**config.mk**
```make
export PLATFORM = sky130hd
export DESIGN_NAME = ypbpr_encoder_flat
export DESIGN_NICKNAME = d
export VERILOG_FILES = /design/src/design/video_pkg.sv /design/src/design/video_if.sv /design/src/design/ypbpr_encoder.sv /design/src/flat_wrapper.sv
export SDC_FILE = /design/constraint.sdc
export NUM_CORES = 1
export LEC_CHECK = 0
export BUFFER_PORTS_ARGS = -buffer_cell sky130_fd_sc_hd__buf_2
export CAP_MARGIN = 5
export CORE_MARGIN = 1.5
export CORE_UTILIZATION = 60
export CTS_BUF_LIST = sky130_fd_sc_hd__clkbuf_16
export CTS_CLUSTER_DIAMETER = 60
export DETAILED_ROUTE_END_ITERATION = 12
export PLACE_DENSITY_LB_ADDON = 0.15
export SETUP_SLACK_MARGIN = 0.15
export SLEW_MARGIN = 20
export SYNTH_ARGS = -nofsm -noshare
export SYNTH_HDL_FRONTEND = slang
export SYNTH_SLANG_ARGS = --single-unit
```
**constraint.sdc**
```tcl
create_clock -name clk_sys -period 14.3 [get_ports clk_sys]
set_clock_uncertainty 0.05 [all_clocks]
set_input_delay 0.715 -clock clk_sys [delete_from_list [all_inputs] [get_ports clk_sys]]
set_output_delay 0.715 -clock clk_sys [all_outputs]
set_load 0.01 [all_outputs]
```
**src/design/video_pkg.sv**
```systemverilog
package video_pkg;

	// Width of one colour component at the output pins
	localparam int OUT_BITS = 6;

	// Scanline darkening applied on every second output line
	typedef enum logic [1:0] {
		SCAN_NONE,
		SCAN_25,
		SCAN_50,
		SCAN_75
	} scan_mode_e;

	// Limited range bounds of BT.601 video levels
	localparam logic [7:0] Y_MIN = 8'd16;
	localparam logic [7:0] Y_MAX = 8'd235;
	localparam logic [7:0] C_MIN = 8'd16;
	localparam logic [7:0] C_MAX = 8'd240;

	// Fixed point coefficients, result scaled by 256 for 8-bit levels
	// Inputs are 6 bits, so the sums fit in 19 bits
	localparam logic [18:0] Y_K0 = 19'd4096;
	localparam logic [18:0] Y_KR = 19'd264;
	localparam logic [18:0] Y_KG = 19'd516;
	localparam logic [18:0] Y_KB = 19'd100;
	localparam logic [18:0] PB_K0 = 19'd32768;
	localparam logic [18:0] PB_KR = 19'd152;
	localparam logic [18:0] PB_KG = 19'd296;
	localparam logic [18:0] PB_KB = 19'd448;
	localparam logic [18:0] PR_K0 = 19'd32768;
	localparam logic [18:0] PR_KR = 19'd448;
	localparam logic [18:0] PR_KG = 19'd376;
	localparam logic [18:0] PR_KB = 19'd72;

	// Stretch a clamped level from 16..240 onto the full 6-bit range
	function automatic logic [OUT_BITS-1:0] full_range(input logic [7:0] v);
		logic [13:0] scaled;
		// Offset removed, then times 64
		scaled = {v - Y_MIN, 6'b000000};
		// Floor division by the 225 step span
		return OUT_BITS'(scaled / 14'd225);
	endfunction

endpackage

```
**src/design/video_if.sv**
```systemverilog
// One pixel stream between the video blocks
// No back-pressure, ce marks a valid pixel for one cycle
interface video_if #(
	parameter int W = 6
);

	// Colour components
	logic [W-1:0] r;
	logic [W-1:0] g;
	logic [W-1:0] b;

	// Sync levels, positive pulses
	logic hs;
	logic vs;

	// Pixel strobe
	logic ce;

	// Driving side
	modport src (
		output r, g, b,
		output hs, vs, ce
	);

	// Receiving side
	modport snk (
		input r, g, b,
		input hs, vs, ce
	);

endinterface

```
**src/design/ypbpr_encoder.sv**
```systemverilog
module ypbpr_encoder (
	input  logic                          clk_sys,
	input  logic                          rst_n,
	video_if.snk                          pix,
	input  logic                          ypbpr,
	input  logic                          ypbpr_full,
	input  logic                          scandoubler_off,
	output logic [video_pkg::OUT_BITS-1:0] vga_r,
	output logic [video_pkg::OUT_BITS-1:0] vga_g,
	output logic [video_pkg::OUT_BITS-1:0] vga_b,
	output logic                          vga_hs,
	output logic                          vga_vs
);

	localparam int OB = video_pkg::OUT_BITS;

	logic [18:0]   y_sum;
	logic [18:0]   pb_sum;
	logic [18:0]   pr_sum;
	logic [7:0]    y_c;
	logic [7:0]    pb_c;
	logic [7:0]    pr_c;
	logic [OB-1:0] r_n;
	logic [OB-1:0] g_n;
	logic [OB-1:0] b_n;
	logic          csync;

	// Limit a 10-bit level to the legal video range
	function automatic logic [7:0] clamp(
		input logic [9:0] v,
		input logic [7:0] lo,
		input logic [7:0] hi
	);
		if (v < lo)
			return lo;
		if (v > hi)
			return hi;
		return v[7:0];
	endfunction

	// BT.601 matrix, all terms stay positive for 6-bit inputs
	assign y_sum = video_pkg::Y_K0
		+ video_pkg::Y_KR * pix.r
		+ video_pkg::Y_KG * pix.g
		+ video_pkg::Y_KB * pix.b;
	assign pb_sum = video_pkg::PB_K0
		- video_pkg::PB_KR * pix.r
		- video_pkg::PB_KG * pix.g
		+ video_pkg::PB_KB * pix.b;
	assign pr_sum = video_pkg::PR_K0
		+ video_pkg::PR_KR * pix.r
		- video_pkg::PR_KG * pix.g
		- video_pkg::PR_KB * pix.b;

	// Integer part of each level
	assign y_c  = clamp(y_sum[17:8], video_pkg::Y_MIN, video_pkg::Y_MAX);
	assign pb_c = clamp(pb_sum[17:8], video_pkg::C_MIN, video_pkg::C_MAX);
	assign pr_c = clamp(pr_sum[17:8], video_pkg::C_MIN, video_pkg::C_MAX);

	// Component order on the pins is Pr, Y, Pb
	always_comb begin
		if (!ypbpr) begin
			r_n = pix.r;
			g_n = pix.g;
			b_n = pix.b;
		end else if (ypbpr_full) begin
			r_n = video_pkg::full_range(pr_c);
			g_n = video_pkg::full_range(y_c);
			b_n = video_pkg::full_range(pb_c);
		end else begin
			// Top bits of the limited range level
			r_n = pr_c[7:2];
			g_n = y_c[7:2];
			b_n = pb_c[7:2];
		end
	end

	// 15 kHz output and YPbPr both want composite sync
	assign csync = scandoubler_off | ypbpr;

	// Pin register, syncs are active low on the connector
	always_ff @(posedge clk_sys) begin
		if (!rst_n) begin
			vga_r  <= '0;
			vga_g  <= '0;
			vga_b  <= '0;
			vga_hs <= 1'b1;
			vga_vs <= 1'b1;
		end else begin
			vga_r  <= r_n;
			vga_g  <= g_n;
			vga_b  <= b_n;
			vga_hs <= csync ? ~(pix.hs ^ pix.vs) : ~pix.hs;
			// VS pin idles high when sync is composite
			vga_vs <= csync ? 1'b1 : ~pix.vs;
		end
	end

endmodule

```
**src/flat_wrapper.sv**
```systemverilog
// flat-port wrapper written by rule: the top's interface ports become plain ports
module ypbpr_encoder_flat 
  (clk_sys, rst_n, ypbpr, ypbpr_full, scandoubler_off, vga_r, vga_g, vga_b, vga_hs, vga_vs, pix_r, pix_g, pix_b, pix_hs, pix_vs, pix_ce);
  video_if pix_i ();
  input  logic clk_sys;
  input  logic rst_n;
  input  logic ypbpr;
  input  logic ypbpr_full;
  input  logic scandoubler_off;
  output logic [video_pkg::OUT_BITS-1:0] vga_r;
  output logic [video_pkg::OUT_BITS-1:0] vga_g;
  output logic [video_pkg::OUT_BITS-1:0] vga_b;
  output logic vga_hs;
  output logic vga_vs;
  input wire logic [$bits(pix_i.r)-1:0] pix_r;
  input wire logic [$bits(pix_i.g)-1:0] pix_g;
  input wire logic [$bits(pix_i.b)-1:0] pix_b;
  input wire logic [$bits(pix_i.hs)-1:0] pix_hs;
  input wire logic [$bits(pix_i.vs)-1:0] pix_vs;
  input wire logic [$bits(pix_i.ce)-1:0] pix_ce;
  assign pix_i.r = pix_r;
  assign pix_i.g = pix_g;
  assign pix_i.b = pix_b;
  assign pix_i.hs = pix_hs;
  assign pix_i.vs = pix_vs;
  assign pix_i.ce = pix_ce;
  ypbpr_encoder u_core (.clk_sys(clk_sys), .rst_n(rst_n), .pix(pix_i), .ypbpr(ypbpr), .ypbpr_full(ypbpr_full), .scandoubler_off(scandoubler_off), .vga_r(vga_r), .vga_g(vga_g), .vga_b(vga_b), .vga_hs(vga_hs), .vga_vs(vga_vs));
endmodule
```
==> summary.txt, run 1 <==
Setup path
  • Critical path type: in -> reg
  • Crit path max fanout: 10
  • CP most frequent cell: inv_1
  • Slowest cell on crit path: fa_1
  • Crit path max-delay family: compound AO/OA/AOI/OAI gates
  • Max incr delay on CP: 0.63 ns
  • Setup crit start kind: input pin
  • CP Buf/Inv Count: 9
  • Worst EP arrival: approximately 14 ns
  • Req. time, crit path: ~14 ns
  • Crit end category: flip-flop
  • Worst setup startpoint: pix_g[3]

Route
  • ANT nets after route: 0
  • Met3 WL: about 2000 um
  • TritonRoute pass-1 iters: 5
  • Routed len/inst: between 15 and 20 um
  • Max Used Layer: met4
  • Detail Route met2 WL: 16400 um
  • Via-to-Cell Ratio: 6.53
  • Initial DRC count: about 860
  • WL final: roughly 37000 um
  • Drt drc: 0
  • Total number of vias: ~13000
  • Wl on met1: 17700 um

Global routing
  • Largest net degree at the start of global routing: 27
  • Vias in the first global route: 12200
  • Total GRT Usage: about 32%
  • Global route overflow: 0
  • First-pass GRT wire length: 60000 um
  • Initial antenna violation count: 0

STA
  • Final Worst Setup Slack: a little under 0.9 ns
  • Final Max Tran Viols: 0
  • RSZ-0062 raised after global routing: yes
  • Tmin final: 13.43 ns
  • Hold Vio Cnt, Final: 0
  • Final Cycle Share: between 90% and 100%
  • Setup TNS: 0 ns
  • Slew HR: ~45%
  • Fmax: roughly 74 MHz
  • Worst-margin pin slew: between 0.8 and 0.9 ns
  • Final setup violating endpoints: 0

Clock network
  • CTS Hold Bufs: 0
  • CTS Buf Count: 3
  • TritonCTS Sinks: 20
  • Reg clk slew, reported paths: roughly 0.07 ns
  • CTS root buf: clkbuf_16
  • Clk buf depth: 2
  • CTS tree: yes
  • H-tree depth: 1

Finish
  • Proportion of layout cells with a drive suffix above 1: around an eighth
  • Finished Layout Cells: between 2000 and 2500
  • Final nets: approximately 2000
  • Area delta synth->final: 6.54%
  • Inserted Diodes: 0
  • Final core occ: 64.8%

Yosys
  • Post-synth top flop: dfxtp_1
  • Post-synth cell types: between 100 and 150
  • Cell count after synthesis: between 1500 and 2000
  • Synth top area cells: ha_1 (17%), fa_1 (8.0%), inv_1 (4.9%)
  • Share of the synthesized area in the top cell type: about 17%
  • Seq/Total Area, Yosys: about 3.0%
  • Most frequent cells after synthesis: ha_1 (183), inv_1 (171), nand2_1 (117)
  • Yosys top cell by area: ha_1
  • Cell Area, Synth: roughly 13000 sq um
  • Share of flip-flops with an asynchronous set or reset: 0%
  • Mean post-synth cell area: approximately 7.6 sq um
  • FF+latch count, synth: 20
  • Post-synth EDFFs: 0
  • Yosys warnings: 0
  • Most frequent cell after synthesis: ha_1
  • Synth Net Count: 2000

Die
  • # IOs: 46
  • Core area: approximately 22000 sq um
  • Total die area: 22900 sq um
  • Initial Utilization: about 61%
  • Die height: approximately 150 um
  • FP Rows: between 50 and 60
  • Chip width: 151 um

Placed design
  • DP Cell Count: 2044
  • Post-Place Worst Slack: 0.0867 ns
  • Port bufs: 44
  • DP HPWL: 30000 um
  • Routability cong.: 0.927

Flow run
  • Max_cap viols: 0

Min path
  • Min-Delay Path Class: in -> reg
  • HP Start: pix_vs

Run status
  • Status: complete, no violations
-- placed cells by master (no fill, tap or decap), types with 19 or more instances in the layout --
cell type and instances:
nand2_1 117, o21ai_0 64, nor2_1 113, mux2i_1 35, dfxtp_1 20, xnor2_1 66
xor2_1 31, o211ai_1 25, a21oi_1 107, and2_1 22, buf_2 44, nand4_1 19
nor2b_1 30, or3_1 19, nand3_1 45, a31oi_1 23, nor3_1 47, ha_1 181
fa_1 53, a21o_1 46, o21a_1 24, and3_1 21, a211oi_1 21, inv_1 171
buf_4 36
-- worst paths after layout --
kind               to  depth (start not counted)
min     u_core.vga_vs                          2
max   u_core.vga_r[0]                         52
-- through the flow --
stage                     hold WS [ns]  instance area [sq um]
after global placement           0.865                  13800
after detailed placement         0.876                  13800
after CTS                        0.592                  13800
after global routing             0.608                  14000
final                            0.590                  14000
after floorplan                  0.751                  13200
-- cell families after synthesis --
family          synth area share, %
mux                            3.54
simple gates                   22.8
xor+xnor                       6.75
buf+inv                        6.59
flops                          3.04
compound gates                 31.9
fa+ha+maj                      25.4
-- layer usage --
metal | vias to the layer above | GRT usage [%]
li1 | 6562 | -
met4 | 0 | 7.96
met3 | 55 | 2.95
met2 | 425 | 50.8
met1 | 6369 | 46.6
met5 | - | 0
-- sequential cells by signal, indices dropped and copies added, names as in the netlist --
name and cells:
u_core.vga_g 6, u_core.vga_b 6, u_core.vga_r 6, u_core.vga_vs 1, u_core.vga_hs 1
-- timing repair --
action                                  4_1_cts  5_1_grt
endpoints found under the hold margin         0        0
setup buffers                                 0        7
endpoints found under the setup margin        0        7
gates resized for setup                       0       31
-- cell type report --
cell class / instances / area [sq um]
Tap cell: 280 / 350
Clock buffer: 3 / 75.1
Sequential cell: 20 / 400
Timing Repair Buffer: 80 / 490
Fill cell: 1984 / 7640
Multi-Input combinational cell: 1497 / 12100
Inverter: 174 / 656
Power of run 1 is left out: the tool's default activity adds up to more than one toggle a clock period on the data nets, which glitch-free logic cannot reach.
==> run 2, diff against run 1 <==
- CELL_PAD_IN_SITES_DETAIL_PLACEMENT: not set -> 2
- CELL_PAD_IN_SITES_GLOBAL_PLACEMENT: not set -> 2
- CORE_ASPECT_RATIO: not set -> 0.75
- CORE_UTILIZATION: 60 -> 39
==> run 2 against run 1 <==
Effect of this change: worst hold slack improved by 0.021 ns; sequential share of layout area shrank 0.10 points; critical path type unchanged; critical endpoint is now u_core.vga_g[0]; die area rose by 53%; global-route usage is 2.5 points lower; worst setup slack improved by 0.041 ns; highest routed layer unchanged; final cell count increased by 9.7%; critical path depth up 4; flip-flop and latch count did not move.
==> summary.txt, run 2 (synthesized netlist as in run 1, its figures left out) <==
Placed design
  • Placement Cell Area: 14200 sq um (+3.1%)
  • Routability cong.: 0.871 (-6.1%)
  • Port bufs: 44 (unchanged)
  • DP HPWL: 44500 um (+49%)

STA
  • Fmax: 74.7 MHz (+0.31%)
  • Final Max Tran Viols: 0 (unchanged)
  • Final Cycle Share: 93.6% (-0.29 points)
  • Tmin final: 13.39 ns (-0.0411 ns)
  • Slew HR: 25.1% (-20 points)
  • Hold Vio Cnt, Final: 0 (unchanged)
  • Setup TNS: 0 ns (unchanged)
  • RSZ-0062 raised after global routing: no
  • Worst-margin pin slew: 1.11 ns (+0.297 ns)
  • Final setup violating endpoints: 0 (unchanged)

Global routing
  • Vias in the first global route: 15100 (+23%)
  • First-pass GRT wire length: 84000 um (+40%)
  • Global route overflow: 0 (unchanged)
  • Largest net degree at the start of global routing: 27 (unchanged)
  • Initial antenna violation count: 1 (+1)
  • Total GRT Usage: 29.7% (-2.5 points)

Clock network
  • CTS Buf Count: 3 (unchanged)
  • Clk buf depth: 2 (unchanged)
  • Reg clk slew, reported paths: 0.07 ns (about the same)
  • TritonCTS Sinks: 20 (unchanged)
  • H-tree depth: 1 (unchanged)
  • CTS root buf: clkbuf_16
  • CTS tree: yes

Route
  • Max Used Layer: met4
  • Total number of vias: 14100 (+5.2%)
  • Drt drc: 0 (unchanged)
  • Met3 WL: 1920 um (-4.3%)
  • WL final: 53000 um (+44%)
  • Wl on met1: 26200 um (+48%)
  • Detail Route met2 WL: 23900 um (+46%)
  • Via-to-Cell Ratio: 6.26 (-4.1%)
  • TritonRoute pass-1 iters: 4 (-1)
  • ANT nets after route: 0 (unchanged)
  • Initial DRC count: 796 (-7.0%)
  • Routed len/inst: 23.5 um (+31%)

Finish
  • Most common cell after layout, fill and taps aside: ha_1
  • Commonest cells after routing, fill and taps aside: ha_1 (181), inv_1 (169), nand2_1 (117), nor2_1 (112), a21oi_1 (106)
  • Final nets: 2065 (+1.3%)
  • Area delta synth->final: 10.5%
  • Biggest regs: u_core.vga_b (6), u_core.vga_g (6), u_core.vga_r (6)
  • Proportion of layout cells with a drive suffix above 1: 13.9% (+2.1 points)
  • Post-route cell area: 14600 sq um (+3.7%)

Die
  • Initial Utilization: 39.5% (-21 points)
  • # IOs: 46 (unchanged)
  • Total die area: 34900 sq um (+53%)
  • Chip width: 215 um (+42%)
  • Core area: 33400 sq um (+54%)
  • Die height: 162 um (+7.3%)
  • FP Rows: 58 (+7.4%)

Setup path
  • Slowest cell on crit path: fa_1
  • Crit end category: flip-flop
  • CP most frequent cell: ha_1
  • Max incr delay on CP: 0.56 ns (-0.07 ns)
  • Worst setup startpoint: pix_b[2]
  • Critical path type: in -> reg
  • Req. time, crit path: 14.41 ns (-0.03 ns)
  • Crit path max fanout: 9 (-1)
  • Worst EP arrival: 13.50 ns (-0.07 ns)
  • Setup crit start kind: input pin

Min path
  • HP Start: pix_vs
  • Min-Delay Path Class: in -> reg

Run status
  • Status: complete, no violations

Flow run
  • Max_cap viols: 0 (unchanged)
run 2: worst paths after layout:
kind | to | slack [ns] | cells after the start
worst max-delay path | u_core.vga_g[0] | 0.91 | 56
worst min-delay path | u_core.vga_vs | 0.61 | 2
run 2: worst max-delay path: cells and delay by family:
kind | cells | cell delay, ns
mux | 1 | 0.44
xor+xnor | 1 | 0.19
simple gates | 14 | 3.11
buf+inv | 9 | 1.12
fa+ha+maj | 11 | 3.48
compound gates | 20 | 4.46
run 2: stage by stage:
stage                     worst slack [ns]  hold slack [ns]  cells  utilization [%]
final                                0.914            0.611   2253             43.6
after global routing                 0.111            0.624   2253             43.6
after CTS                            0.273            0.616   2247             42.8
after detailed placement          -0.00156            0.898   2243             42.5
after global placement               0.617            0.867   2243             42.5
after floorplan                       1.39            0.751   1738                -
run 2: final cells by class:
cell class,instances,area [sq um]
timing repair buffer,107,698
antenna,1,2.50
tap,450,563
sequential,20,400
multi-input combinational,1497,12100
clock buffer,3,75.1
inverter,174,659
fill,3936,18800
clock inverter,1,30.0
run 2: layer usage:
layer	track usage [%]	vias to the layer above
li1	-	6592
met1	42.4	7183
met2	48.9	266
met3	2.13	63
met4	6.26	0
met5	0	-
run 2: what timing repair did:
action / 4_1_cts / 5_1_grt
setup buffers: 0 / 5
endpoints found under the hold margin: 0 / 0
gates resized for setup: 0 / 47
setup endpoints to repair: 0 / 7
hold buffers: 0 / 0
Power of run 2 is left out for the same reason.
==> run 3, diff against run 2 <==
- BUFFER_PORTS_ARGS: -buffer_cell sky130_fd_sc_hd__buf_2 -> -buffer_cell sky130_fd_sc_hd__clkbuf_2
==> run 3 against run 2 <==
Effect of this change: non-clock buffer count decreased by 6; design area fell by 0.46%; critical path depth fell by 5; final cell count shrank 0.31%; global-route usage fell by 0.49 points; critical path type unchanged; worst setup slack worse by 0.082 ns; flip-flop and latch count is the same; first-iteration DRC count is 2.9% higher; via count down 1.0%; core utilization down 0.20 points.
==> summary.txt, run 3 (synthesized netlist as in run 1, its figures left out) <==
STA
  • Hold Vio Cnt, Final: 0 (unchanged)
  • Fmax: 74.3 MHz (-0.61%)
  • Slew HR: 32.2% (+7.2 points)
  • Final Cycle Share: 94.2% (+0.57 points)
  • Final setup violating endpoints: 0 (unchanged)
  • Setup TNS: 0 ns (unchanged)
  • Tmin final: 13.47 ns (+0.0816 ns)
  • RSZ-0062 raised after global routing: yes
  • Final Max Tran Viols: 0 (unchanged)
  • Worst-margin pin slew: 1.01 ns (-0.106 ns)

Global routing
  • Vias in the first global route: 15000 (-0.73%)
  • Total GRT Usage: 29.2% (-0.49 points)
  • Initial antenna violation count: 0 (-1)
  • First-pass GRT wire length: 82800 um (-1.5%)
  • Global route overflow: 0 (unchanged)
  • Largest net degree at the start of global routing: 27 (unchanged)

Setup path
  • CP most frequent cell: ha_1
  • Worst EP arrival: 13.62 ns (+0.12 ns)
  • Crit path max fanout: 10 (+1)
  • Setup crit start kind: input pin
  • Crit end category: flip-flop
  • Slowest cell on crit path: fa_1
  • Max incr delay on CP: 0.62 ns (+0.06 ns)
  • Critical path type: in -> reg
  • Req. time, crit path: 14.45 ns (+0.04 ns)

Finish
  • Final core occ: 43.4% (-0.20 points)
  • Commonest cells after routing, fill and taps aside: ha_1 (180), inv_1 (170), nand2_1 (117), nor2_1 (110), a21oi_1 (105)
  • Proportion of layout cells with a drive suffix above 1: 13.7% (-0.23 points)
  • Inserted Diodes: 0 (-1)
  • Number of fillers in the final layout: 3918 (-0.46%)
  • Finished Layout Cells: 2246 (-0.31%)
  • Area of the multi-input gates: 12100 sq um (about the same)
  • Final nets: 2059 (-0.29%)
  • Reg area: 400 sq um (unchanged)
  • Most common cell after layout, fill and taps aside: ha_1
  • Biggest regs: u_core.vga_b (6), u_core.vga_g (6), u_core.vga_r (6)
  • Post-route cell area: 14500 sq um (-0.46%)
  • Area delta synth->final: 9.97%

Clock network
  • Reg clk slew, reported paths: 0.08 ns (about the same)
  • TritonCTS Sinks: 20 (unchanged)
  • CTS Buf Count: 3 (unchanged)
  • CTS root buf: clkbuf_16
  • Clk buf depth: 2 (unchanged)
  • CTS Hold Bufs: 0 (unchanged)
  • H-tree depth: 1 (unchanged)
  • CTS tree: yes

Die
  • Total die area: 34900 sq um (unchanged)
  • Initial Utilization: 39.5% (unchanged)
  • FP Rows: 58 (unchanged)
  • Chip width: 215 um (unchanged)
  • Core area: 33400 sq um (unchanged)
  • # IOs: 46 (unchanged)
  • Die height: 162 um (unchanged)

Route
  • WL final: 51900 um (-2.2%)
  • Via-to-Cell Ratio: 6.22 (-0.69%)
  • Initial DRC count: 819 (+2.9%)
  • Drt drc: 0 (unchanged)
  • Total number of vias: 14000 (-1.0%)
  • Routed len/inst: 23.1 um (-1.9%)
  • TritonRoute pass-1 iters: 5 (+1)
  • ANT nets after route: 0 (unchanged)

Placed design
  • Placement Cell Area: 14200 sq um (-0.11%)
  • Port bufs: 44 (unchanged)
  • DP HPWL: 43400 um (-2.6%)
  • Routability cong.: 0.871 (about the same)
  • DP Cell Count: 2241 (-0.089%)

Flow run
  • Max_cap viols: 0 (unchanged)

Min path
  • Min-Delay Path Class: in -> reg

Run status
  • Status: complete, no violations
run 3: cell count changes in the layout (fill, tap and decap cells not counted), sizes merged:
cell / previous run / this run
diode: 1 / 0
inv: 173 / 174
clkbuf: 5 / 47
buf: 105 / 57
clkinvlp: 1 / 0
run 3: timing repair:
item	CTS	global route
setup endpoints to repair	0	6
resized for setup	0	46
setup buffers	0	1
run 3: layer usage:
metal	share of wire (%)	up-vias	GRT usage (%)
li1	-	6587	-
met1	50	7157	42.1
met2	46	182	48.7
met3	2.4	37	1.50
met4	1.2	0	4.70
met5	0	-	0
run 3: metrics by stage:
stage	setup slack, ns	hold WS, ns
after detailed placement	-0.0336	0.870
after CTS	0.234	0.583
after global placement	0.580	0.854
final	0.832	0.578
after floorplan	1.39	0.751
after global routing	0.0682	0.607
run 3: cell type report:
cell class / instances / share of cell area [%]
tap: 450 / 3.88
sequential: 20 / 2.76
clock inverter: 1 / 0.207
multi-input combinational: 1497 / 83.6
timing repair buffer: 101 / 4.47
inverter: 174 / 4.52
clock buffer: 3 / 0.518
run 3: worst paths after layout:
kind | start | endpoint | slack, ns | cells past startpoint
hold / removal | pix_vs | u_core.vga_vs | 0.58 | 2
setup / recovery | pix_g[3] | u_core.vga_r[0] | 0.83 | 51
run 3: worst max-delay path, delay by kind of cell:
family | cells | cell delay [ns]
XOR/XNOR | 1 | 0.16
AO/OA/AOI/OAI | 21 | 5.23
buffers and inverters | 8 | 0.92
adder cells (fa/ha/maj) | 11 | 4.24
AND/OR/NAND/NOR | 10 | 2.35
Power of run 3 is left out for the same reason.
