$ cat config.mk
export PLATFORM = sky130hd
export DESIGN_NAME = video_mixer_flat
export DESIGN_NICKNAME = d
export VERILOG_FILES = /design/src/design/video_pkg.sv /design/src/design/video_if.sv /design/src/design/video_mixer.sv /design/src/flat_wrapper.sv
export SDC_FILE = /design/constraint.sdc
export NUM_CORES = 1
export LEC_CHECK = 0
export BUFFER_PORTS_ARGS = -buffer_cell sky130_fd_sc_hd__buf_4
export CAP_MARGIN = 20
export CORE_ASPECT_RATIO = 0.8
export CORE_MARGIN = 10
export CORE_UTILIZATION = 45
export CTS_BUF_LIST = sky130_fd_sc_hd__clkbuf_4 sky130_fd_sc_hd__clkbuf_8
export CTS_CLUSTER_SIZE = 24
export DETAILED_ROUTE_END_ITERATION = 8
export PLACE_DENSITY = 0.78
export SETUP_SLACK_MARGIN = 0.5
export SLEW_MARGIN = 0
export SYNTH_ARGS = -nofsm -noshare
export SYNTH_HDL_FRONTEND = slang
export SYNTH_SLANG_ARGS = --single-unit
$ cat constraint.sdc
create_clock -name clk_sys -period 2.3 [get_ports clk_sys]
set_input_delay 0.46 -clock clk_sys [delete_from_list [all_inputs] [get_ports clk_sys]]
set_output_delay 0.46 -clock clk_sys [all_outputs]
set_load 0.02 [all_outputs]
$ cat src/design/video_pkg.sv
package video_pkg;

	// Width of one colour component at the output pins
	localparam int OUT_BITS = 6;

	// Scanline darkening applied on every second output line
	typedef enum logic [1:0] {
		SCAN_NONE,
		SCAN_25,
		SCAN_50,
		SCAN_75
	} scan_mode_e;

	// Limited range bounds of BT.601 video levels
	localparam logic [7:0] Y_MIN = 8'd16;
	localparam logic [7:0] Y_MAX = 8'd235;
	localparam logic [7:0] C_MIN = 8'd16;
	localparam logic [7:0] C_MAX = 8'd240;

	// Fixed point coefficients, result scaled by 256 for 8-bit levels
	// Inputs are 6 bits, so the sums fit in 19 bits
	localparam logic [18:0] Y_K0 = 19'd4096;
	localparam logic [18:0] Y_KR = 19'd264;
	localparam logic [18:0] Y_KG = 19'd516;
	localparam logic [18:0] Y_KB = 19'd100;
	localparam logic [18:0] PB_K0 = 19'd32768;
	localparam logic [18:0] PB_KR = 19'd152;
	localparam logic [18:0] PB_KG = 19'd296;
	localparam logic [18:0] PB_KB = 19'd448;
	localparam logic [18:0] PR_K0 = 19'd32768;
	localparam logic [18:0] PR_KR = 19'd448;
	localparam logic [18:0] PR_KG = 19'd376;
	localparam logic [18:0] PR_KB = 19'd72;

	// Stretch a clamped level from 16..240 onto the full 6-bit range
	function automatic logic [OUT_BITS-1:0] full_range(input logic [7:0] v);
		logic [13:0] scaled;
		// Offset removed, then times 64
		scaled = {v - Y_MIN, 6'b000000};
		// Floor division by the 225 step span
		return OUT_BITS'(scaled / 14'd225);
	endfunction

endpackage

$ cat src/design/video_if.sv
// One pixel stream between the video blocks
// No back-pressure, ce marks a valid pixel for one cycle
interface video_if #(
	parameter int W = 6
);

	// Colour components
	logic [W-1:0] r;
	logic [W-1:0] g;
	logic [W-1:0] b;

	// Sync levels, positive pulses
	logic hs;
	logic vs;

	// Pixel strobe
	logic ce;

	// Driving side
	modport src (
		output r, g, b,
		output hs, vs, ce
	);

	// Receiving side
	modport snk (
		input r, g, b,
		input hs, vs, ce
	);

endinterface

$ cat src/design/video_mixer.sv
module video_mixer #(
	parameter int HALF_DEPTH = 0,
	localparam int IN_BITS = (HALF_DEPTH != 0) ? 3 : 6
) (
	input  logic                 clk_sys,
	input  logic                 rst_n,
	video_if.snk                 doubled,
	input  logic [IN_BITS-1:0]   r,
	input  logic [IN_BITS-1:0]   g,
	input  logic [IN_BITS-1:0]   b,
	input  logic                 hsync,
	input  logic                 vsync,
	input  logic                 ce_pix,
	input  logic                 scandoubler_off,
	input  logic                 mono,
	input  video_pkg::scan_mode_e scanlines,
	video_if.src                 out
);

	localparam int OB = video_pkg::OUT_BITS;

	logic [IN_BITS-1:0] rt;
	logic [IN_BITS-1:0] gt;
	logic [IN_BITS-1:0] bt;
	logic               hs;
	logic               vs;
	logic               ce;
	logic [OB-1:0]      r6;
	logic [OB-1:0]      g6;
	logic [OB-1:0]      b6;
	logic               old_hs;
	logic               old_vs;
	logic               scan_flag;
	video_pkg::scan_mode_e scan_now;

	// Darken one component
	function automatic logic [OB-1:0] darken(
		input logic [OB-1:0]         c,
		input video_pkg::scan_mode_e mode
	);
		case (mode)
			// 1/2 + 1/4
			video_pkg::SCAN_25: return (c >> 1) + (c >> 2);
			video_pkg::SCAN_50: return c >> 1;
			video_pkg::SCAN_75: return c >> 2;
			default:            return c;
		endcase
	endfunction

	// Direct 15 kHz input or the doubled stream
	assign rt = scandoubler_off ? r : doubled.r;
	assign gt = scandoubler_off ? g : doubled.g;
	assign bt = scandoubler_off ? b : doubled.b;
	assign hs = scandoubler_off ? hsync : doubled.hs;
	assign vs = scandoubler_off ? vsync : doubled.vs;
	assign ce = scandoubler_off ? ce_pix : doubled.ce;

	// Depth expansion to the output width
	if (HALF_DEPTH != 0) begin : g_half
		always_comb begin
			if (mono) begin
				// Six bit grey level packed as {g, r}
				r6 = {gt, rt};
				g6 = {gt, rt};
				b6 = {gt, rt};
			end else begin
				// Bit repetition keeps full scale at 63
				r6 = {rt, rt};
				g6 = {gt, gt};
				b6 = {bt, bt};
			end
		end
	end else begin : g_full
		assign r6 = rt;
		assign g6 = gt;
		assign b6 = bt;
	end

	// Every second line is darkened, frame starts undarkened
	always_ff @(posedge clk_sys) begin
		if (!rst_n) begin
			old_hs    <= 1'b0;
			old_vs    <= 1'b0;
			scan_flag <= 1'b0;
		end else begin
			old_hs <= hs;
			old_vs <= vs;
			if (old_vs && !vs)
				scan_flag <= 1'b0;
			else if (old_hs && !hs)
				scan_flag <= ~scan_flag;
		end
	end

	assign scan_now = scan_flag ? scanlines : video_pkg::SCAN_NONE;

	// Single register stage
	always_ff @(posedge clk_sys) begin
		if (!rst_n) begin
			out.r  <= '0;
			out.g  <= '0;
			out.b  <= '0;
			out.hs <= 1'b0;
			out.vs <= 1'b0;
			out.ce <= 1'b0;
		end else begin
			out.r  <= darken(r6, scan_now);
			out.g  <= darken(g6, scan_now);
			out.b  <= darken(b6, scan_now);
			out.hs <= hs;
			out.vs <= vs;
			out.ce <= ce;
		end
	end

endmodule

$ cat src/flat_wrapper.sv
// flat-port wrapper written by rule: the top's interface ports become plain ports
module video_mixer_flat 
#(
	parameter int HALF_DEPTH = 0,
	localparam int IN_BITS = (HALF_DEPTH != 0) ? 3 : 6
)
  (clk_sys, rst_n, r, g, b, hsync, vsync, ce_pix, scandoubler_off, mono, scanlines, doubled_r, doubled_g, doubled_b, doubled_hs, doubled_vs, doubled_ce, out_r, out_g, out_b, out_hs, out_vs, out_ce);
  video_if doubled_i ();
  video_if out_i ();
  input  logic clk_sys;
  input  logic rst_n;
  input  logic [IN_BITS-1:0] r;
  input  logic [IN_BITS-1:0] g;
  input  logic [IN_BITS-1:0] b;
  input  logic hsync;
  input  logic vsync;
  input  logic ce_pix;
  input  logic scandoubler_off;
  input  logic mono;
  input  video_pkg::scan_mode_e scanlines;
  input wire logic [$bits(doubled_i.r)-1:0] doubled_r;
  input wire logic [$bits(doubled_i.g)-1:0] doubled_g;
  input wire logic [$bits(doubled_i.b)-1:0] doubled_b;
  input wire logic [$bits(doubled_i.hs)-1:0] doubled_hs;
  input wire logic [$bits(doubled_i.vs)-1:0] doubled_vs;
  input wire logic [$bits(doubled_i.ce)-1:0] doubled_ce;
  output wire logic [$bits(out_i.r)-1:0] out_r;
  output wire logic [$bits(out_i.g)-1:0] out_g;
  output wire logic [$bits(out_i.b)-1:0] out_b;
  output wire logic [$bits(out_i.hs)-1:0] out_hs;
  output wire logic [$bits(out_i.vs)-1:0] out_vs;
  output wire logic [$bits(out_i.ce)-1:0] out_ce;
  assign doubled_i.r = doubled_r;
  assign doubled_i.g = doubled_g;
  assign doubled_i.b = doubled_b;
  assign doubled_i.hs = doubled_hs;
  assign doubled_i.vs = doubled_vs;
  assign doubled_i.ce = doubled_ce;
  assign out_r = out_i.r;
  assign out_g = out_i.g;
  assign out_b = out_i.b;
  assign out_hs = out_i.hs;
  assign out_vs = out_i.vs;
  assign out_ce = out_i.ce;
  video_mixer #(.HALF_DEPTH(HALF_DEPTH)) u_core (.clk_sys(clk_sys), .rst_n(rst_n), .doubled(doubled_i), .r(r), .g(g), .b(b), .hsync(hsync), .vsync(vsync), .ce_pix(ce_pix), .scandoubler_off(scandoubler_off), .mono(mono), .scanlines(scanlines), .out(out_i));
endmodule
==> results.txt, run 1 <==
CP required -> 2.43 ns
HP Class -> in2reg
clock root cell -> clkbuf_8
DIE AREA -> 0.00671 mm²
Final Wtd Congestion -> 0.834
Rel. slew slack -> 0.649
Leak Pwr -> 1.27 nW
worst reg2reg setup slack -> 0.70 ns
Total Power Consumption -> 1.27 mW
first drt pass iteration count -> 4
Die Height -> 75.3 µm
min setup slack post-route -> 0.360 ns
worst clock skew -> 0.00647 ns
ANT nets after route -> 0
DRC Markers -> 0
final hold viol count -> 0
reg2reg path depth -> 4
routed vias/inst -> 5.44
CP startpoint kind -> input port
Initial Utilization -> 0.458
Post-DP HPWL -> 4.10 mm
clock slew at reported path FFs -> 0.08 ns
Avg Cell Area, Syn -> 8.73 µm²
Area growth, synth to finish -> 55.6%
CTS tree -> built
vias in the first global route -> 1,744
PwrDens -> 473 mW/mm²
hold path endpoint -> u_core.out.ce$_SDFF_PN0_
Synth Warn # -> 0
number of port buffers -> 67
Post-Place Setup Slack -> 0.0442 ns
P_sw -> 417 µW
Total Wirelength -> 5.46 mm
internal power -> 849 µW
Clk pwr share -> 0.231
io pins -> 69
fraction of registers with async set or reset after synthesis -> 0
Max Freq -> 0.516 GHz
initial antenna violation count -> 0
sequential share of the synthesized area -> 0.256
Crit path top cell by count -> buf_12
setup violators final -> 0
slowest cell on the critical path -> fa_2
hold path depth -> 3
pin count of the biggest net entering global routing -> 25
worst-path cell chain -> buf_12 -> buf_12 -> mux2i_4 -> inv_2 -> ha_4 -> fa_2 -> a21o_1 -> a21oi_2 -> xnor2_1 -> a21oi_1
Total Routing Usage GR -> 0.161
clk_lat worst skew -> 0.27 ns
post-synth cell types -> 36
fin crit share -> 0.843
drt initial violations -> 137
setup TNS -> 0 ns
share of post-route cells with drive strength above 1 -> 0.462
Worst EP arrival -> 2.07 ns
RSZ-0062 raised after global routing -> yes
GRT overflow -> 0
Seq pwr share -> 0.336
Max-Cap Viols -> 0
Final min period -> 1.94 ns
drt wl/cell -> 16.5 µm
n_diodes -> 0
via count -> 1,794
die width -> 89.1 µm
first-pass GRT wire length -> 8.59 mm
Layout fillers -> 285
CTS buffer count -> 3
CTS Sinks -> 22
critical path capture point type -> flip-flop
Synth Cell Area -> 0.00172 mm²
syn_nets -> 263
Post-synth EDFFs -> 0
CTS H-Tree Depth -> 1
Max FO, Critical Path -> 5
Max IR drop VDD -> 390 µV
prevailing post-synth register cell -> dfxtp_1
CTS Buffer Depth -> 2
Nets -> 353
Gate Count Post-Synth -> 197
cts hold-fix bufs -> 0
Comb pwr share -> 0.434
sw frac -> 0.329
Reg-to-Reg Start -> u_core.scan_flag$_SDFFE_PP0P_
Slew Viols, Final -> 0
Slew @ Worst Pin -> 0.527 ns
Setup CP Type -> in2reg
core area -> 0.00375 mm²
outcome -> completed
Rows -> 20
Hold Startpoint -> doubled_ce
Critical Path Max Stage Delay -> 0.35 ns
R2R Path End -> u_core.out.r[3]$_SDFF_PN0_
FF+latch count, synth -> 22
## cell usage after synthesis, types with 4 or more instances
cell | number | share of area
o21ai_1 | 8 | 0.023
a31oi_1 | 9 | 0.033
ha_1 | 15 | 0.11
dfxtp_1 | 22 | 0.26
o221ai_1 | 7 | 0.036
nand3_1 | 8 | 0.023
mux2i_1 | 13 | 0.076
xnor2_1 | 4 | 0.020
o21ai_0 | 11 | 0.032
mux2_2 | 5 | 0.033
nand2_1 | 16 | 0.035
buf_2 | 4 | 0.012
a21oi_1 | 13 | 0.038
inv_1 | 16 | 0.035
clkbuf_1 | 4 | 0.0087
## power by group through the flow
stage	registers, mW	clock network [mW]	logic [mW]
after floorplan	0.468	0	0.271
after global placement	0.432	0	0.503
after detailed placement	0.433	0	0.516
after CTS	0.425	0.298	0.541
after global routing	0.427	0.300	0.603
final	0.425	0.292	0.549
## cell type report
type,count,area [µm²],area share
Multi-Input combinational cell,148,1290,0.483
Timing Repair Buffer,96,773,0.289
Sequential cell,22,440,0.165
Inverter,16,60.1,0.0224
Clock buffer,4,55.1,0.0206
Tap cell,44,55.1,0.0206
## metrics by stage
step                instance area, µm²  hold WS (ns)  instances   util
floorplan                         1840         0.567        197      -
global placement                  2520         0.501        323  0.671
detailed placement                2520         0.512        323  0.671
CTS                               2660         0.459        330  0.708
global route                      2680         0.473        330  0.713
finish                            2680         0.460        330  0.713
## worst max path at each step
stage / from / to / slack (ns) / cells after the start
finish: scandoubler_off / u_core.out.r[4]$_SDFF_PN0_ / 0.36 / 10
global route: scandoubler_off / u_core.out.b[4]$_SDFF_PN0_ / 0.29 / 10
CTS: scandoubler_off / u_core.out.r[4]$_SDFF_PN0_ / 0.35 / 10
detailed placement: scandoubler_off / u_core.out.r[4]$_SDFF_PN0_ / 0.04 / 10
global placement: scandoubler_off / u_core.out.g[4]$_SDFF_PN0_ / 0.06 / 10
floorplan: scandoubler_off / u_core.out.g[4]$_SDFF_PN0_ / 0.26 / 9
## registers in the layout, summed over array words and instances, names as in the netlist
name and count:
u_core.out.g 6, u_core.out.b 6, u_core.out.ce 1, u_core.old_hs 1, u_core.out.r 6, u_core.scan_flag 1, u_core.old_vs 1
## repair_timing
action                     4_1_cts  5_1_grt
pin swaps                       14       10
buffers inserted                 2        0
cloned                           1        0
gates resized for setup          9        4
setup endpoints to repair       10       11
## placed cells by master (no fill, tap or decap), types with 4 or more instances in the layout
cell,instances
a21oi_1,9
a21oi_2,4
a31oi_1,9
buf_4,92
clkbuf_8,4
dfxtp_1,22
ha_1,11
ha_4,4
inv_1,13
mux2_2,4
mux2_4,4
mux2i_1,9
mux2i_4,5
nand2_1,15
nand3_1,8
o21ai_0,10
o21ai_1,9
o221ai_1,7
xnor2_1,4
## worst max-delay path: cells and delay by family
family / cells / cell delay, ns
compound gates: 3 / 0.42
buf+inv: 3 / 0.30
fa+ha+maj: 2 / 0.51
xor+xnor: 1 / 0.12
mux: 1 / 0.25
## metal layers
metal  wire, µm  global-route usage
met5          0                   0
met4         18              0.0264
met3        642              0.0545
met2       2480               0.254
met1       2310               0.210
## logic make-up after synthesis
family	after synthesis	share of synthesized area
AO/OA/AOI/OAI	60	0.219
XOR/XNOR	7	0.0356
adder cells (fa/ha/maj)	18	0.144
buffers and inverters	27	0.0727
flip-flops	22	0.256
multiplexers	24	0.159
AND/OR/NAND/NOR	39	0.114
Power figures use the tool's default switching activity.
==> inputs of run 2 (changes only) <==
==> constraint.sdc (replaced) <==
create_clock -name clk_sys -period 1.7 [get_ports clk_sys]
set_input_delay 0.34 -clock clk_sys [delete_from_list [all_inputs] [get_ports clk_sys]]
set_output_delay 0.34 -clock clk_sys [all_outputs]
set_load 0.02 [all_outputs]
==> results.txt, run 2 (same netlist as run 1, synthesis figures left out) <==
outcome -> finished with violations
failing checks -> setup timing
most frequent cells in the layout -> 111 x buf_4, 21 x dfxtp_1, 13 x nand2_1
ANT nets after route -> 0 (unchanged)
Total Routing Usage GR -> 0.182 (+0.0217)
Clk pwr share -> 0.212 (-0.019)
Slew Viols, Final -> 0 (unchanged)
CP Buf/Inv Count -> 2 (-1)
sw frac -> 0.344 (+0.0150)
Total Power Consumption -> 1.91 mW (+51%)
Placed Area -> 0.00260 mm² (+3.1%)
cell family with most CP delay -> adder cells
most common cell after layout, fill and taps aside -> buf_4
min setup slack post-route -> -0.0472 ns (-0.408 ns)
DRC Markers -> 0 (unchanged)
internal power -> 1.25 mW (+48%)
Max IR drop VDD -> 604 µV (+55%)
filler-free cell count of the finished design -> 355 (+7.6%)
final hold viol count -> 0 (unchanged)
CTS Buffer Depth -> 2 (unchanged)
HP Class -> in2reg
Critical Path Max Stage Delay -> 0.34 ns (about the same)
CP required -> 1.86 ns (-0.57 ns)
core area -> 0.00375 mm² (unchanged)
CTS tree -> built
Initial Utilization -> 0.458 (unchanged)
Layout fillers -> 227 (-20%)
Area growth, synth to finish -> 77.8%
Worst EP arrival -> 1.90 ns (-0.17 ns)
Design Area, Final -> 0.00306 mm² (+14%)
Nets -> 378 (+7.1%)
Setup CP Type -> in2reg
reg2reg path depth -> 4 (unchanged)
Rows -> 20 (unchanged)
Comb pwr share -> 0.487 (+0.053)
worst clock skew -> 0.00181 ns (-0.00465 ns)
Die Height -> 75.3 µm (unchanged)
Seq pwr share -> 0.301 (-0.035)
n_diodes -> 0 (unchanged)
Slew @ Worst Pin -> 0.551 ns (+0.0236 ns)
Reg area -> 442 µm² (+0.28%)
setup TNS -> -0.0472 ns (-0.0472 ns)
drt initial violations -> 139 (+1.5%)
fin crit share -> 1.03
Final Wtd Congestion -> 0.918 (+10%)
Post-DP HPWL -> 4.37 mm (+6.5%)
biggest regs -> u_core.out.b x6, u_core.out.g x6, u_core.out.r x6
cts hold-fix bufs -> 0 (unchanged)
clk_lat worst skew -> 0.27 ns (about the same)
hold path endpoint -> u_core.out.ce$_SDFF_PN0_
initial antenna violation count -> 0 (unchanged)
setup violators final -> 1 (+1)
RSZ-0062 raised after global routing -> yes
area of the multi-input gates -> 0.00147 mm² (+14%)
PwrDens -> 624 mW/mm² (+32%)
R2R Path End -> u_core.out.g[3]$_SDFF_PN0_
Max-Cap Viols -> 0 (unchanged)
Max Freq -> 0.572 GHz
placed insts -> 333 (+3.1%)
CTS Sinks -> 22 (unchanged)
via count -> 2,043 (+14%)
DIE AREA -> 0.00671 mm² (unchanged)
first drt pass iteration count -> 5 (+1)
CTS buffer count -> 3 (unchanged)
routed vias/inst -> 5.75 (+5.9%)
critical path capture point type -> flip-flop
Reg-to-Reg Start -> u_core.scan_flag$_SDFFE_PP0P_
worst reg2reg setup slack -> 0.16 ns (-0.54 ns)
Leak Pwr -> 1.40 nW (+11%)
hold path depth -> 3 (unchanged)
vias in the first global route -> 1,995 (+14%)
Final min period -> 1.75 ns
number of port buffers -> 67 (unchanged)
worst-path cell chain -> buf_16 -> mux2i_4 -> inv_2 -> ha_4 -> fa_2 -> a21o_1 -> a21oi_2 -> xnor2_1 -> a21oi_1
CTS H-Tree Depth -> 1 (unchanged)
slowest cell on the critical path -> fa_2
clock root cell -> clkbuf_8
drt wl/cell -> 19.9 µm (+20%)
Max FO, Critical Path -> 7 (+2)
pin count of the biggest net entering global routing -> 25 (unchanged)
CP startpoint kind -> input port
first-pass GRT wire length -> 9.76 mm (+14%)
Rel. slew slack -> 0.633 (-0.0161)
Total Wirelength -> 7.06 mm (+29%)
GRT overflow -> 0 (unchanged)
clock slew at reported path FFs -> 0.09 ns (about the same)
P_sw -> 657 µW (+58%)
die width -> 89.1 µm (unchanged)
share of post-route cells with drive strength above 1 -> 0.588 (+0.127)
io pins -> 69 (unchanged)
Hold Startpoint -> doubled_ce
[run 2: cell types whose count changed in the layout (fill, tap and decap cells not counted), sizes merged]
cell,change
buf,+25
[run 2: how the worst max path moves through the flow]
stage / from / cells past startpoint / to / slack (ns)
4_1_cts: scandoubler_off / 9 / u_core.out.r[4]$_SDFF_PN0_ / 0.02
3_5_place_dp: scandoubler_off / 8 / u_core.out.r[4]$_SDFF_PN0_ / -0.47
6_report: scandoubler_off / 9 / u_core.out.g[4]$_SDFF_PN0_ / -0.05
2_1_floorplan: scandoubler_off / 9 / u_core.out.g[4]$_SDFF_PN0_ / -0.22
5_1_grt: scandoubler_off / 9 / u_core.out.g[4]$_SDFF_PN0_ / -0.07
3_3_place_gp: scandoubler_off / 8 / u_core.out.r[4]$_SDFF_PN0_ / -0.43
[run 2: area by class of cell]
cell class | instances | share of cell area
clock buffer | 4 | 0.0180
inverter | 16 | 0.0196
multi-input combinational | 148 | 0.480
sequential | 22 | 0.144
tap | 44 | 0.0180
timing repair buffer | 121 | 0.320
[run 2: what timing repair did]
item / 4_1_cts / 5_1_grt
gates cloned: 1 / 0
resized for setup: 19 / 32
buffers inserted: 7 / 10
endpoints found under the setup margin: 19 / 18
pin swaps: 10 / 28
[run 2: routing by layer]
| layer | global-route usage | vias to the layer above | wire length (µm) |
|---|---|---|---|
| li1 | - | 944 | - |
| met1 | 0.212 | 989 | 2850 |
| met2 | 0.321 | 98 | 3560 |
| met3 | 0.0534 | 12 | 550 |
| met4 | 0.0458 | 0 | 96 |
| met5 | 0 | - | 0 |
[run 2: stage by stage]
stage               hold WS (ns)  setup WS, ns   util
global placement           0.517        -0.427  0.692
finish                     0.340       -0.0472  0.815
floorplan                  0.492        -0.223      -
global route               0.373       -0.0723  0.815
CTS                        0.345        0.0242  0.749
detailed placement         0.514        -0.469  0.692
[run 2: worst register-to-register path: stages (launching register included)]
cell and delay [ns]:
dfxtp_2 0.43, nand2_1 0.09, nor2_2 0.44, nand4_1 0.24, a31oi_1 0.26
[run 2: power by group through the flow]
stage                     Clock (mW)  Sequential [mW]  Combinational (mW)
after floorplan                    0            0.634               0.378
after global placement             0            0.584               0.710
after detailed placement           0            0.585               0.726
after CTS                      0.403            0.573               0.784
after global routing           0.419            0.579               0.995
final                          0.405            0.575               0.929
==> inputs of run 3 (changes only) <==
--- a/config.mk
+++ b/config.mk
@@ -9,11 +9,10 @@
 export CAP_MARGIN = 20
 export CORE_ASPECT_RATIO = 0.8
 export CORE_MARGIN = 10
-export CORE_UTILIZATION = 45
+export CORE_UTILIZATION = 35
 export CTS_BUF_LIST = sky130_fd_sc_hd__clkbuf_4 sky130_fd_sc_hd__clkbuf_8
-export CTS_CLUSTER_SIZE = 24
+export CTS_CLUSTER_SIZE = 28
 export DETAILED_ROUTE_END_ITERATION = 8
-export PLACE_DENSITY = 0.78
 export SETUP_SLACK_MARGIN = 0.5
 export SLEW_MARGIN = 0
 export SYNTH_ARGS = -nofsm -noshare
==> results.txt, run 3 (same netlist as run 1, synthesis figures left out) <==
outcome -> completed
Worst EP arrival -> 1.84 ns (-0.06 ns)
CTS Sinks -> 22 (unchanged)
die width -> 98.4 µm (+10%)
critical path capture point type -> flip-flop
CTS buffer count -> 3 (unchanged)
Placed Area -> 0.00261 mm² (+0.29%)
Total Routing Usage GR -> 0.140 (-0.0423)
Max IR drop VDD -> 353 µV (-41%)
slowest cell on the critical path -> fa_2
final hold viol count -> 0 (unchanged)
io pins -> 69 (unchanged)
worst-path cell chain -> buf_16 -> mux2i_4 -> inv_2 -> ha_4 -> fa_2 -> a21o_1 -> a21oi_2 -> xnor2_1 -> a21oi_1
Slew Viols, Final -> 0 (unchanged)
sw frac -> 0.326 (-0.0184)
ANT nets after route -> 0 (unchanged)
Max Freq -> 0.595 GHz (+3.9%)
CTS tree -> built
Die Height -> 82.7 µm (+9.8%)
routed vias/inst -> 5.01 (-13%)
min setup slack post-route -> 0.0181 ns (+0.0653 ns)
reg2reg path depth -> 4 (unchanged)
RSZ-0062 raised after global routing -> yes
Max FO, Critical Path -> 7 (unchanged)
first-pass GRT wire length -> 9.45 mm (-3.2%)
vias in the first global route -> 1,866 (-6.5%)
PwrDens -> 618 mW/mm² (-1.0%)
pin count of the biggest net entering global routing -> 25 (unchanged)
Rows -> 22 (+10%)
drt wl/cell -> 16.2 µm (-18%)
setup violators final -> 0 (-1)
Final Wtd Congestion -> 0.825 (-10%)
Rel. slew slack -> 0.695 (+0.0626)
Seq pwr share -> 0.318 (+0.017)
first drt pass iteration count -> 4 (-1)
GRT overflow -> 0 (unchanged)
Design Area, Final -> 0.00293 mm² (-4.4%)
cts hold-fix bufs -> 0 (unchanged)
filler-free cell count of the finished design -> 360 (+1.4%)
biggest regs -> u_core.out.b x6, u_core.out.g x6, u_core.out.r x6
worst clock skew -> 0.00469 ns (+0.00287 ns)
CP required -> 1.86 ns (about the same)
Leak Pwr -> 1.35 nW (-4.0%)
Slew @ Worst Pin -> 0.457 ns (-0.0938 ns)
clock root cell -> clkbuf_8
via count -> 1,805 (-12%)
clock slew at reported path FFs -> 0.09 ns (about the same)
Nets -> 367 (-2.9%)
placed insts -> 344 (+3.3%)
share of post-route cells with drive strength above 1 -> 0.547 (-0.0418)
core area -> 0.00468 mm² (+25%)
DIE AREA -> 0.00814 mm² (+21%)
P_sw -> 589 µW (-10%)
Post-Place Setup Slack -> -0.464 ns (+0.00470 ns)
initial antenna violation count -> 0 (unchanged)
hold path depth -> 3 (unchanged)
Total Wirelength -> 5.84 mm (-17%)
CTS H-Tree Depth -> 1 (unchanged)
Initial Utilization -> 0.368 (-0.0907)
Critical Path Max Stage Delay -> 0.34 ns (about the same)
Post-DP HPWL -> 4.26 mm (-2.6%)
Area growth, synth to finish -> 70.0%
Total Power Consumption -> 1.81 mW (-5.3%)
fin crit share -> 0.989 (-0.0384)
fin util -> 0.625 (-0.190)
CTS Buffer Depth -> 2 (unchanged)
internal power -> 1.22 mW (-2.7%)
DRC Markers -> 0 (unchanged)
number of port buffers -> 67 (unchanged)
n_diodes -> 0 (unchanged)
most frequent cells in the layout -> 101 x buf_4, 21 x dfxtp_1, 14 x nand2_1
clk_lat worst skew -> 0.27 ns (about the same)
setup TNS -> 0 ns (+0.0472 ns)
most common cell after layout, fill and taps aside -> buf_4
Clk pwr share -> 0.217 (+0.005)
Setup CP Type -> in2reg
HP Class -> in2reg
CP startpoint kind -> input port
Comb pwr share -> 0.465 (-0.022)
drt initial violations -> 83 (-40%)
Final min period -> 1.68 ns (-0.0653 ns)
WHS -> 0.341 ns (+0.000497 ns)
Max-Cap Viols -> 0 (unchanged)
[run 3: cell count changes in the layout (fill, tap and decap cells not counted), sizes merged]
cell | previous run | this run
buf | 121 | 110
[run 3: power groups by stage]
stage | clock network [mW] | logic (mW) | registers (mW)
2_1_floorplan | 0 | 0.378 | 0.634
3_3_place_gp | 0 | 0.727 | 0.585
3_5_place_dp | 0 | 0.733 | 0.586
4_1_cts | 0.409 | 0.802 | 0.575
5_1_grt | 0.428 | 0.917 | 0.581
6_report | 0.392 | 0.840 | 0.575
[run 3: final cells by class]
class                           instances  area, µm²
Inverter                               16       60.1
Sequential cell                        22        442
Tap cell                               60       75.1
Multi-Input combinational cell        148       1380
Fill cell                             416       1750
Clock buffer                            4       55.1
Timing Repair Buffer                  110        910
[run 3: worst paths after layout]
| kind | to | from | slack [ns] |
|---|---|---|---|
| max | u_core.out.b[4]$_SDFF_PN0_ | scandoubler_off | 0.02 |
| max reg2reg | u_core.out.g[5]$_SDFF_PN0_ | u_core.scan_flag$_SDFFE_PP0P_ | 0.35 |
| min reg2reg | u_core.scan_flag$_SDFFE_PP0P_ | u_core.old_vs$_SDFF_PN0_ | 0.55 |
| min | u_core.out.ce$_SDFF_PN0_ | doubled_ce | 0.34 |
[run 3: timing repair]
action | 4_1_cts | 5_1_grt
pin swaps | 19 | 18
setup endpoints to repair | 19 | 18
cloned | 1 | 0
setup buffers | 9 | 2
gates resized for setup | 20 | 14
[run 3: critical path, delay by kind of cell]
kind,cells,cell delay (ns)
adders and majority gates,2,0.51
AOI/OAI and AO/OA,3,0.41
muxes,1,0.24
buffers and inverters,2,0.20
xor gates and xnor gates,1,0.13
[run 3: layer usage]
metal	vias up	track usage	share of wire
met1	804	0.186	0.49
met3	2	0.0432	0.090
met5	-	0	0
met2	70	0.221	0.42
met4	0	0.0271	0.0027
li1	929	-	-
